===== src/hw/dl_pkg.sv =====
package dl_pkg;

  // ------------------------------------------------------------
  // widths
  // ------------------------------------------------------------
  typedef logic [31:0] dl_word_t;
  typedef logic [7:0]  opcode_t;
  typedef logic [22:0] vram_adr_t;
  typedef logic [9:0]  coord_t;
  typedef logic [10:0] dst_coord_t;
  typedef logic [31:0] color_t;
  typedef logic [1:0]  word_idx_t;

  // header opcodes
  localparam opcode_t OP_NOP         = 8'h00;
  localparam opcode_t OP_EODL        = 8'h0F;
  localparam opcode_t OP_SETFRAME    = 8'h20;
  localparam opcode_t OP_SETDRAWAREA = 8'h21;
  localparam opcode_t OP_SETFCOLOR   = 8'h23;
  localparam opcode_t OP_PATBLT      = 8'h81;
  localparam opcode_t OP_BITBLT      = 8'h82;

  // field positions inside a word
  localparam int OPCODE_LSB   = 24;
  localparam int HI_FIELD_LSB = 16;
  localparam int LO_FIELD_LSB = 0;

  typedef enum logic [2:0] {
    SEQ_IDLE,
    SEQ_HDR,
    SEQ_ARG1,
    SEQ_ARG2,
    SEQ_ARG3
  } seq_state_e;

  // ------------------------------------------------------------
  // bundles
  // ------------------------------------------------------------
  typedef struct packed {
    logic pixel;
    logic add;
    logic interr;
  } busy_t;

  typedef struct packed {
    logic      take;
    opcode_t   opcode;
    word_idx_t idx;
    dl_word_t  data;
  } dl_step_t;

  typedef struct packed {
    vram_adr_t vram_adr;
    coord_t    width;
    coord_t    height;
  } frame_cfg_t;

  typedef struct packed {
    coord_t pos_x;
    coord_t pos_y;
    coord_t siz_x;
    coord_t siz_y;
  } draw_area_t;

  typedef struct packed {
    dst_coord_t dpos_x;
    dst_coord_t dpos_y;
    coord_t     dsiz_x;
    coord_t     dsiz_y;
  } blit_rect_t;

  typedef struct packed {
    blit_rect_t rect;
    coord_t     spos_x;
    coord_t     spos_y;
  } bitblt_cmd_t;

  // ------------------------------------------------------------
  // field extraction
  // ------------------------------------------------------------
  function automatic opcode_t get_opcode(dl_word_t w);
    return w[OPCODE_LSB +: $bits(opcode_t)];
  endfunction

  function automatic vram_adr_t get_vram_adr(dl_word_t w);
    return w[LO_FIELD_LSB +: $bits(vram_adr_t)];
  endfunction

  function automatic coord_t get_hi_coord(dl_word_t w);
    return w[HI_FIELD_LSB +: $bits(coord_t)];
  endfunction

  function automatic coord_t get_lo_coord(dl_word_t w);
    return w[LO_FIELD_LSB +: $bits(coord_t)];
  endfunction

  function automatic dst_coord_t get_hi_dst(dl_word_t w);
    return w[HI_FIELD_LSB +: $bits(dst_coord_t)];
  endfunction

  function automatic dst_coord_t get_lo_dst(dl_word_t w);
    return w[LO_FIELD_LSB +: $bits(dst_coord_t)];
  endfunction

  // index of the last word of a command (0 for one-word commands)
  function automatic word_idx_t cmd_last_idx(opcode_t op);
    case (op)
      OP_SETFRAME, OP_SETDRAWAREA, OP_PATBLT: return 2'd2;
      OP_SETFCOLOR: return 2'd1;
      OP_BITBLT: return 2'd3;
      default: return 2'd0;
    endcase
  endfunction

endpackage


===== src/hw/dl_sequencer.sv =====
`timescale 1ns/1ps

module dl_sequencer (
  input  logic             CLK,
  input  logic             RST_X,
  input  logic             init,
  input  logic             exe,
  input  dl_pkg::busy_t    busy,
  input  dl_pkg::dl_word_t buf_data,
  input  logic             empty,
  output logic             buf_rd,
  output dl_pkg::dl_step_t step
);

  logic                 exe_valid;
  logic                 any_busy;
  logic                 executable;
  logic                 take;
  logic                 stg_vld;
  dl_pkg::dl_word_t     stg_data;
  dl_pkg::opcode_t      cmd_op;
  dl_pkg::opcode_t      cur_op;
  dl_pkg::word_idx_t    cur_idx;
  dl_pkg::seq_state_e   state;
  dl_pkg::seq_state_e   adv_state;

  // ------------------------------------------------------------
  // exe latch and read control
  // ------------------------------------------------------------
  always_ff @(posedge CLK or negedge RST_X) begin
    if (!RST_X) begin
      exe_valid <= 1'b0;
    end else if (init) begin
      exe_valid <= 1'b0;
    end else if (exe) begin
      exe_valid <= 1'b1;
    end
  end

  assign any_busy   = |busy;
  assign executable = exe_valid & ~any_busy;
  assign buf_rd     = ~empty & executable;
  assign take       = stg_vld & executable;

  // staging word is held while stalled
  always_ff @(posedge CLK or negedge RST_X) begin
    if (!RST_X) begin
      stg_vld <= 1'b0;
    end else if (init) begin
      stg_vld <= 1'b0;
    end else if (executable) begin
      stg_vld <= buf_rd;
    end
  end

  always_ff @(posedge CLK or negedge RST_X) begin
    if (!RST_X) begin
      stg_data <= '0;
    end else if (init) begin
      stg_data <= '0;
    end else if (buf_rd) begin
      stg_data <= buf_data;
    end
  end

  // ------------------------------------------------------------
  // word index FSM
  // ------------------------------------------------------------
  always_comb begin
    case (state)
      dl_pkg::SEQ_ARG1: cur_idx = 2'd1;
      dl_pkg::SEQ_ARG2: cur_idx = 2'd2;
      dl_pkg::SEQ_ARG3: cur_idx = 2'd3;
      default:          cur_idx = 2'd0;
    endcase
  end

  // header carries its own code, arguments use the latched one
  assign cur_op = (state == dl_pkg::SEQ_HDR) ? dl_pkg::get_opcode(stg_data) : cmd_op;

  always_comb begin
    case (state)
      dl_pkg::SEQ_HDR:  adv_state = dl_pkg::SEQ_ARG1;
      dl_pkg::SEQ_ARG1: adv_state = dl_pkg::SEQ_ARG2;
      dl_pkg::SEQ_ARG2: adv_state = dl_pkg::SEQ_ARG3;
      default:          adv_state = dl_pkg::SEQ_HDR;
    endcase
  end

  always_ff @(posedge CLK or negedge RST_X) begin
    if (!RST_X) begin
      state  <= dl_pkg::SEQ_IDLE;
      cmd_op <= dl_pkg::OP_NOP;
    end else if (init) begin
      state  <= dl_pkg::SEQ_IDLE;
      cmd_op <= dl_pkg::OP_NOP;
    end else if (state == dl_pkg::SEQ_IDLE) begin
      if (executable) begin
        state <= dl_pkg::SEQ_HDR;
      end
    end else if (take) begin
      cmd_op <= cur_op;
      if (cur_idx == dl_pkg::cmd_last_idx(cur_op)) begin
        state <= dl_pkg::SEQ_HDR;
      end else begin
        state <= adv_state;
      end
    end
  end

  always_comb begin
    step.take   = take;
    step.opcode = cur_op;
    step.idx    = cur_idx;
    step.data   = stg_data;
  end

endmodule


===== src/hw/render_state_regs.sv =====
`timescale 1ns/1ps

module render_state_regs (
  input  logic               CLK,
  input  logic               RST_X,
  input  logic               init,
  input  dl_pkg::dl_step_t   step,
  output dl_pkg::frame_cfg_t frame,
  output dl_pkg::draw_area_t draw_area,
  output dl_pkg::color_t     fcolor
);

  // ------------------------------------------------------------
  // render state written from argument words
  // ------------------------------------------------------------
  always_ff @(posedge CLK or negedge RST_X) begin
    if (!RST_X) begin
      frame     <= '0;
      draw_area <= '0;
      fcolor    <= '0;
    end else if (init) begin
      frame     <= '0;
      draw_area <= '0;
      fcolor    <= '0;
    end else if (step.take) begin
      case (step.opcode)
        dl_pkg::OP_SETFRAME: begin
          if (step.idx == 2'd1) begin
            frame.vram_adr <= dl_pkg::get_vram_adr(step.data);
          end
          if (step.idx == 2'd2) begin
            frame.width  <= dl_pkg::get_hi_coord(step.data);
            frame.height <= dl_pkg::get_lo_coord(step.data);
          end
        end
        dl_pkg::OP_SETDRAWAREA: begin
          // position first, then size
          if (step.idx == 2'd1) begin
            draw_area.pos_x <= dl_pkg::get_hi_coord(step.data);
            draw_area.pos_y <= dl_pkg::get_lo_coord(step.data);
          end
          if (step.idx == 2'd2) begin
            draw_area.siz_x <= dl_pkg::get_hi_coord(step.data);
            draw_area.siz_y <= dl_pkg::get_lo_coord(step.data);
          end
        end
        dl_pkg::OP_SETFCOLOR: begin
          if (step.idx == 2'd1) begin
            fcolor <= step.data;
          end
        end
        default: begin
        end
      endcase
    end
  end

endmodule


===== src/hw/blit_launch.sv =====
`timescale 1ns/1ps

module blit_launch (
  input  logic                CLK,
  input  logic                RST_X,
  input  logic                init,
  input  dl_pkg::dl_step_t    step,
  output dl_pkg::blit_rect_t  pat,
  output dl_pkg::bitblt_cmd_t bit_cmd,
  output logic                ready_pat,
  output logic                ready_bit,
  output logic                start_blt,
  output logic                eodl
);

  logic is_pat;
  logic is_bit;
  logic pat_done;
  logic bit_done;
  logic eodl_hdr;

  assign is_pat   = step.take && (step.opcode == dl_pkg::OP_PATBLT);
  assign is_bit   = step.take && (step.opcode == dl_pkg::OP_BITBLT);
  assign pat_done = is_pat && (step.idx == 2'd2);
  assign bit_done = is_bit && (step.idx == 2'd3);
  assign eodl_hdr = step.take && (step.opcode == dl_pkg::OP_EODL) && (step.idx == 2'd0);

  // ------------------------------------------------------------
  // blit parameters
  // ------------------------------------------------------------
  always_ff @(posedge CLK or negedge RST_X) begin
    if (!RST_X) begin
      pat     <= '0;
      bit_cmd <= '0;
    end else if (init) begin
      pat     <= '0;
      bit_cmd <= '0;
    end else begin
      if (is_pat && step.idx == 2'd1) begin
        pat.dpos_x <= dl_pkg::get_hi_dst(step.data);
        pat.dpos_y <= dl_pkg::get_lo_dst(step.data);
      end
      if (pat_done) begin
        pat.dsiz_x <= dl_pkg::get_hi_coord(step.data);
        pat.dsiz_y <= dl_pkg::get_lo_coord(step.data);
      end
      if (is_bit && step.idx == 2'd1) begin
        bit_cmd.rect.dpos_x <= dl_pkg::get_hi_dst(step.data);
        bit_cmd.rect.dpos_y <= dl_pkg::get_lo_dst(step.data);
      end
      if (is_bit && step.idx == 2'd2) begin
        bit_cmd.rect.dsiz_x <= dl_pkg::get_hi_coord(step.data);
        bit_cmd.rect.dsiz_y <= dl_pkg::get_lo_coord(step.data);
      end
      // source position rides in the last word
      if (bit_done) begin
        bit_cmd.spos_x <= dl_pkg::get_hi_coord(step.data);
        bit_cmd.spos_y <= dl_pkg::get_lo_coord(step.data);
      end
    end
  end

  // ready pair and pulses
  always_ff @(posedge CLK or negedge RST_X) begin
    if (!RST_X) begin
      ready_pat <= 1'b0;
      ready_bit <= 1'b0;
      start_blt <= 1'b0;
      eodl      <= 1'b0;
    end else if (init) begin
      ready_pat <= 1'b0;
      ready_bit <= 1'b0;
      start_blt <= 1'b0;
      eodl      <= 1'b0;
    end else begin
      if (pat_done) begin
        ready_pat <= 1'b1;
        ready_bit <= 1'b0;
      end else if (bit_done) begin
        ready_pat <= 1'b0;
        ready_bit <= 1'b1;
      end
      start_blt <= pat_done | bit_done;
      eodl      <= eodl_hdr;
    end
  end

endmodule


===== src/hw/dl_decoder.sv =====
`timescale 1ns/1ps

module dl_decoder (
  input  logic                CLK,
  input  logic                RST_X,
  input  logic                init,
  input  logic                exe,
  input  dl_pkg::busy_t       busy,
  input  dl_pkg::dl_word_t    buf_data,
  input  logic                empty,
  output logic                buf_rd,
  output dl_pkg::frame_cfg_t  frame,
  output dl_pkg::draw_area_t  draw_area,
  output dl_pkg::color_t      fcolor,
  output dl_pkg::blit_rect_t  pat,
  output dl_pkg::bitblt_cmd_t bit_cmd,
  output logic                ready_pat,
  output logic                ready_bit,
  output logic                start_blt,
  output logic                eodl
);

  // one consumed word per take for both decoders
  dl_pkg::dl_step_t step;

  dl_sequencer dl_sequencer_inst (
    .CLK      (CLK),
    .RST_X    (RST_X),
    .init     (init),
    .exe      (exe),
    .busy     (busy),
    .buf_data (buf_data),
    .empty    (empty),
    .buf_rd   (buf_rd),
    .step     (step)
  );

  render_state_regs render_state_regs_inst (
    .CLK       (CLK),
    .RST_X     (RST_X),
    .init      (init),
    .step      (step),
    .frame     (frame),
    .draw_area (draw_area),
    .fcolor    (fcolor)
  );

  blit_launch blit_launch_inst (
    .CLK       (CLK),
    .RST_X     (RST_X),
    .init      (init),
    .step      (step),
    .pat       (pat),
    .bit_cmd   (bit_cmd),
    .ready_pat (ready_pat),
    .ready_bit (ready_bit),
    .start_blt (start_blt),
    .eodl      (eodl)
  );

endmodule


===== config.mk =====
export PLATFORM = sky130hd
export DESIGN_NAME = dl_decoder
export DESIGN_NICKNAME = d
export VERILOG_FILES = /design/src/hw/dl_pkg.sv /design/src/hw/dl_sequencer.sv /design/src/hw/render_state_regs.sv /design/src/hw/blit_launch.sv /design/src/hw/dl_decoder.sv
export SDC_FILE = /design/constraint.sdc
export NUM_CORES = 1
export LEC_CHECK = 0
export ABC_CLOCK_PERIOD_IN_PS = 2450
export BUFFER_PORTS_ARGS = -buffer_cell sky130_fd_sc_hd__buf_4
export CAP_MARGIN = 20
export CORE_MARGIN = 2
export CORE_UTILIZATION = 53
export CTS_CLUSTER_SIZE = 24
export DETAILED_ROUTE_END_ITERATION = 10
export PLACE_DENSITY = 0.79
export RECOVER_POWER = 100
export SYNTH_ARGS = -nofsm -noshare
export SYNTH_HDL_FRONTEND = slang
export SYNTH_SLANG_ARGS = --single-unit

===== constraint.sdc =====
create_clock -name CLK -period 2.45 [get_ports CLK]
set_clock_uncertainty 0.2 [all_clocks]
set_input_delay 0.3675 -clock CLK [delete_from_list [all_inputs] [get_ports CLK]]
set_output_delay 0.3675 -clock CLK [all_outputs]
set_load 0.02 [all_outputs]

* Word level (Yosys, flattened, before mapping) *
Cells that the tools add are included.

storage, ports and cells
  bits in registers = 268
  bits of input ports = 40
  output and inout bits = 224
  logic and storage cells = 134

cells by class
  equality and inequality tests = 16
  multiplexer cells = 49
  bitwise logic cells = 6
  reductions and logical operators = 36

operators with widths
  kind                                                                   count
  32-bit 2-to-1 mux                                                      6
  43-bit 2-to-1 mux                                                      3
  40-bit 2-to-1 mux                                                      3
  20-bit 2-to-1 mux                                                      5
  62-bit 2-to-1 mux                                                      1
  22-bit 2-to-1 mux                                                      2
  42-bit 2-to-1 mux                                                      1
  8-bit 2-to-1 mux                                                       4
  2-bit nonzero test                                                     14
  8-bit by 6-bit equality test with 1-bit output, second input constant  3
  23-bit 2-to-1 mux                                                      1
  8-bit equality test, second input constant                             2
  3-bit 2-to-1 mux                                                       5
  3-bit AND reduction                                                    5
  1-bit 2-to-1 mux                                                       12
  2-bit one-hot mux with 3 select lines                                  2
  1-bit logical AND                                                      9
  3-bit one-hot mux with 3 select lines                                  1
  8-bit by 4-bit equality test with 1-bit output, second input constant  1
  3-bit by 2-bit equality test with 1-bit output, second input constant  2
  2-bit 2-to-1 mux                                                       3
  3-bit nonzero test                                                     2
  3-bit OR reduction                                                     2
  2-bit equality test, second input constant                             2
  12 further kinds                                                       16

* Logic depth before layout (Yosys ltp) *
  depth after elaboration = 13
  depth in mapped cells = 10
  mapped depth without buffers = 6

* By module *
From an unflattened synthesis, not the netlist that was laid out.

unflattened totals
  cell total of the unflattened synthesis = 1032
  area, all modules = 12102.9 um2

modules (own cells, without submodules)
  module             times used  cells an instance  area an instance (um2)  seq. area each (um2)
  render_state_regs  1           421                5271.3                  2877.8
  blit_launch        1           347                4559.4                  2702.6
  dl_sequencer       1           264                2272.2                  1126.1

* Worst setup path after synthesis *
Ideal clock, no wire load.

  path kind = reg-to-reg
  start point = reg dl_sequencer_inst.cmd_op[4]
  end point = reg, netlist name blit_launch_inst.bit_cmd[10]
  setup time = 0.121 ns
  arrival = 1.903 ns
  data required time = 2.129 ns
  setup slack = 0.226 ns
  cell stages (with the launch flop) = 8
  buffers on the path = 1
  clock period less this slack = 2.224 ns
  cells stage by stage = dfrtp_1 -> or4b_4 -> nor4_2 -> a41o_2 -> and4_1 -> nor2_1 -> buf_6 -> a22o_1

between the ends
  word-level cells in the longest chain between the ends = 5

RTL lines
  what                                 line                 RTL
  from (decl)                          dl_sequencer.sv:21   dl_pkg::opcode_t cmd_op;
  from (signal assigned)               dl_sequencer.sv:93   cmd_op <= dl_pkg::OP_NOP;
  from (signal assigned)               dl_sequencer.sv:96   cmd_op <= dl_pkg::OP_NOP;
  from (signal assigned)               dl_sequencer.sv:102  cmd_op <= cur_op;
  8-bit 2-to-1 mux                     dl_sequencer.sv:79   assign cur_op = (state == dl_pkg::SEQ_HDR) ? dl_pkg::get_opcode(stg_data) : cmd_op;
  8-bit equality test                  blit_launch.sv:23    assign is_bit = step.take && (step.opcode == dl_pkg::OP_BITBLT);
  1-bit logical AND                    blit_launch.sv:23
  1-bit logical AND                    blit_launch.sv:25    assign bit_done = is_bit && (step.idx == 2'd3);
  2-bit nonzero test (no source line)  --

Every way passes these cells.
A chain may end at the register's enable or synchronous reset.

* Worst setup path after layout *
  start point = reg dl_sequencer_inst.cmd_op[6]
  end point = reg, netlist name blit_launch_inst.bit_cmd[3]

between the ends
  word-level cells in the longest chain between the ends = 5

RTL lines
  what                                 line
  8-bit 2-to-1 mux                     dl_sequencer.sv:79
  8-bit equality test                  blit_launch.sv:23
  1-bit logical AND                    blit_launch.sv:23
  1-bit logical AND                    blit_launch.sv:25
  2-bit nonzero test (no source line)  --

Every way passes these cells.

==> results.md <==
- Hold Fails Final Rpt: 0
- Max Cap Viol: 0
- Routed Wire Length: 34.8 mm
- Cell Pwr Density: 631 nW/um^2
- Setup CP Type: flop to flop
- Status: finished, final reports clean
- Port bufs: 263
- Clk sink count: 268
- Antenna viol nets, final: 0
- Fillers: 1687
- Worst-Skew Late Latency: 0.53 ns
- Crit path required time: 2.72 ns
- CP max FO: 5
- DR vias: 9612
- Syn_area_per_cell: 9.98 um^2
- Final setup viols: 0
- Vias in the first global route: 9275
- R2R Path Start: dl_sequencer_inst.cmd_op[6]
- I/O pin cnt: 264
- P&R area growth vs syn: 29.4%
- TritonCTS buffer count: 27
- Ys async rst share: 1.00
- Largest buffer count on any clock path: 3
- Mapped Cells: 1089
- Tcrit/Tclk final: 0.983
- Max_slew headroom: 0.0207
- Synth top area share: 0.617
- Initial antenna violation count: 0
- Final instance area: 14100 um^2
- Drt first-iter violations: 658
- Hold Crit Class: input port to flop
- Reg2reg end: blit_launch_inst.bit_cmd[3]
- Hold Startpoint: init
- Sequential area share after synthesis: 0.617
- Total iterations of the first detailed-routing run: 5
- Dominant cell type by area after synthesis: dfrtp_1
- Grt total ovfl: 0
- CTS H-tree lvls: 1
- Setup crit end: blit_launch_inst.bit_cmd[3]
- CP Capture Type: flop
- Clock period minus worst slack: 2.41 ns
- First-pass GRT wire length: 53.0 mm
- Fin. max-slew vios: 0
- Post-Syn Area: 10900 um^2
- Final worst slack: 0.0405 ns
- Vias/cell: 5.69
- Flop2flop setup slack: 0.04 ns
- Row count: 52
- Root buffer cell: clkbuf_16
- DR DRC count: 0
- Leakage: 6.14 nW
- Critical Path AT: 2.68 ns
- Highest-count cells in the layout ignoring fill and taps: nand2_1 (315), dfrtp_1 (267), clkbuf_1 (232)
- Post-DP HPWL: 22.5 mm
- Starting Density: 0.539
- Commonest non-fill, non-tap cell in the layout: nand2_1
- Place WS: -0.139 ns
- Total power: 8.88 mW
- Post-DP Area: 13400 um^2
- FMAX: 0.415 GHz
- TritonCTS clock tree: built
- Die Area: 21700 um^2
- Syn_nets: 1129
- Nets: 1439
- ANT cells: 0
- Post-synth EDFFs: 0
- Clock transition at the registers of the reported paths: 0.06 ns
- Vert. Die Dim: 147 um
- Netlist cell types: 50
- Slew @ Worst Pin: 1.47 ns
- Main synth FF type: dfrtp_1
- Largest net degree at the start of global routing: 68
- DR WL/cell: 20.6 um
- Setup crit start kind: flop
- Hold Slack: 0.0740 ns
- Die width: 147 um
- Layout cells sized above 1: 0.132
- Gpl congestion: 0.884
- Utilization after layout: 0.698
- Top post-synthesis cells by area: dfrtp_1 (62%), nand2_1 (11%), a21oi_1 (5.4%)
- Core area: 20200 um^2
- Reg2Reg Depth: 8
- Worst VDD drop: 436 uV
- Ys Warns: 0
- Register bit total from synthesis: 268
- GRT Total Usage: 0.313
- Setup crit start: dl_sequencer_inst.cmd_op[6]
[synthesized netlist by cell type, drive strengths merged (2+ instances only)]
master	instances
xor2	2
mux2i	33
nand2b	34
nor4	5
nor3	8
xnor2	3
a31oi	2
buf	35
o21ai	76
and3	2
or4b	2
and4	2
nor4b	4
clkbuf	59
a22oi	2
a21oi	120
dfrtp	268
inv	2
o21a	2
nand2	315
nor2	50
a22o	38
nand3	7
or3	2
or2	2
a21o	2
[per-stage QoR]
stage	TNS, ns	instances
after floorplan	0	1089
after global placement	-0.918	1586
after detailed placement	-4.73	1586
after CTS	-0.0280	1677
after global routing	-0.0369	1690
final	0	1690
[report_power, final]
part	switching (mW)	total (mW)	internal [mW]	leakage (nW)
Combinational	0.257	0.403	0.146	1.98
Sequential	0.0215	4.46	4.44	3.74
Clock	1.72	4.01	2.30	0.423
Total	2.00	8.88	6.88	6.14
[cell families (layout without fill, tap and decap cells)]
logic type | Yosys count | count (layout) | share of synthesized area
AOI/OAI and AO/OA | 248 | 251 | 0.132
xor gates and xnor gates | 5 | 5 | 0.00403
buffers and inverters | 96 | 424 | 0.0414
DFF | 268 | 268 | 0.617
muxes | 33 | 33 | 0.0304
and+or+nand+nor | 439 | 439 | 0.175
[area by class of cell]
cell class / count / area [um^2] / area share
multi-input cells: 728 / 3850 / 0.274
well taps: 270 / 338 / 0.0240
flip-flops and latches: 268 / 6710 / 0.477
inverters: 2 / 7.51 / 0.000534
repair buffers: 372 / 2300 / 0.164
clock inverters: 11 / 92.6 / 0.00658
clock buffers: 39 / 771 / 0.0548
[sequential cells by signal (all words and copies together), names as in the netlist]
register and flops:
blit_launch_inst.bit_cmd 62, render_state_regs_inst.frame 43, blit_launch_inst.pat 42, render_state_regs_inst.draw_area 40, dl_sequencer_inst.stg_data 32, render_state_regs_inst.fcolor 32
dl_sequencer_inst.cmd_op 8, dl_sequencer_inst.state 3, blit_launch_inst.eodl 1, blit_launch_inst.ready_bit 1, blit_launch_inst.ready_pat 1, blit_launch_inst.start_blt 1
dl_sequencer_inst.exe_valid 1, dl_sequencer_inst.stg_vld 1
[timing repair]
action | CTS | global route
resized for setup | 5 | 20
pin swaps | 4 | 8
hold endpoints to repair | 131 | 0
gates cloned | 3 | 5
setup endpoints to repair | 43 | 165
hold buffers | 34 | 0
setup buffers | 4 | 10
[per-layer routing]
metal,global-route usage,vias to the layer above,share of wire
met3,0.0711,89,0.093
li1,-,4250,-
met4,0.114,0,0.042
met1,0.435,4747,0.40
met5,0,-,0
met2,0.489,526,0.47
[worst max-delay path, cell delays in order (launching register included)]
cell and delay (ns):
dfrtp_1 0.37, or4b_4 0.57, nor4_4 0.14, a41o_2 0.19
nand3_4 0.09, nor3_4 0.31, buf_6 0.18, clkbuf_16 0.15
a22o_1 0.13
[worst min-delay path by stage]
stage | to | cells past startpoint
after global placement | blit_launch_inst.bit_cmd[39] | 1
after detailed placement | blit_launch_inst.bit_cmd[39] | 1
after global routing | blit_launch_inst.pat[35] | 2
final | blit_launch_inst.pat[40] | 2
after floorplan | blit_launch_inst.bit_cmd[0] | 0
after CTS | blit_launch_inst.pat[40] | 2
Power figures use the tool's default switching activity.
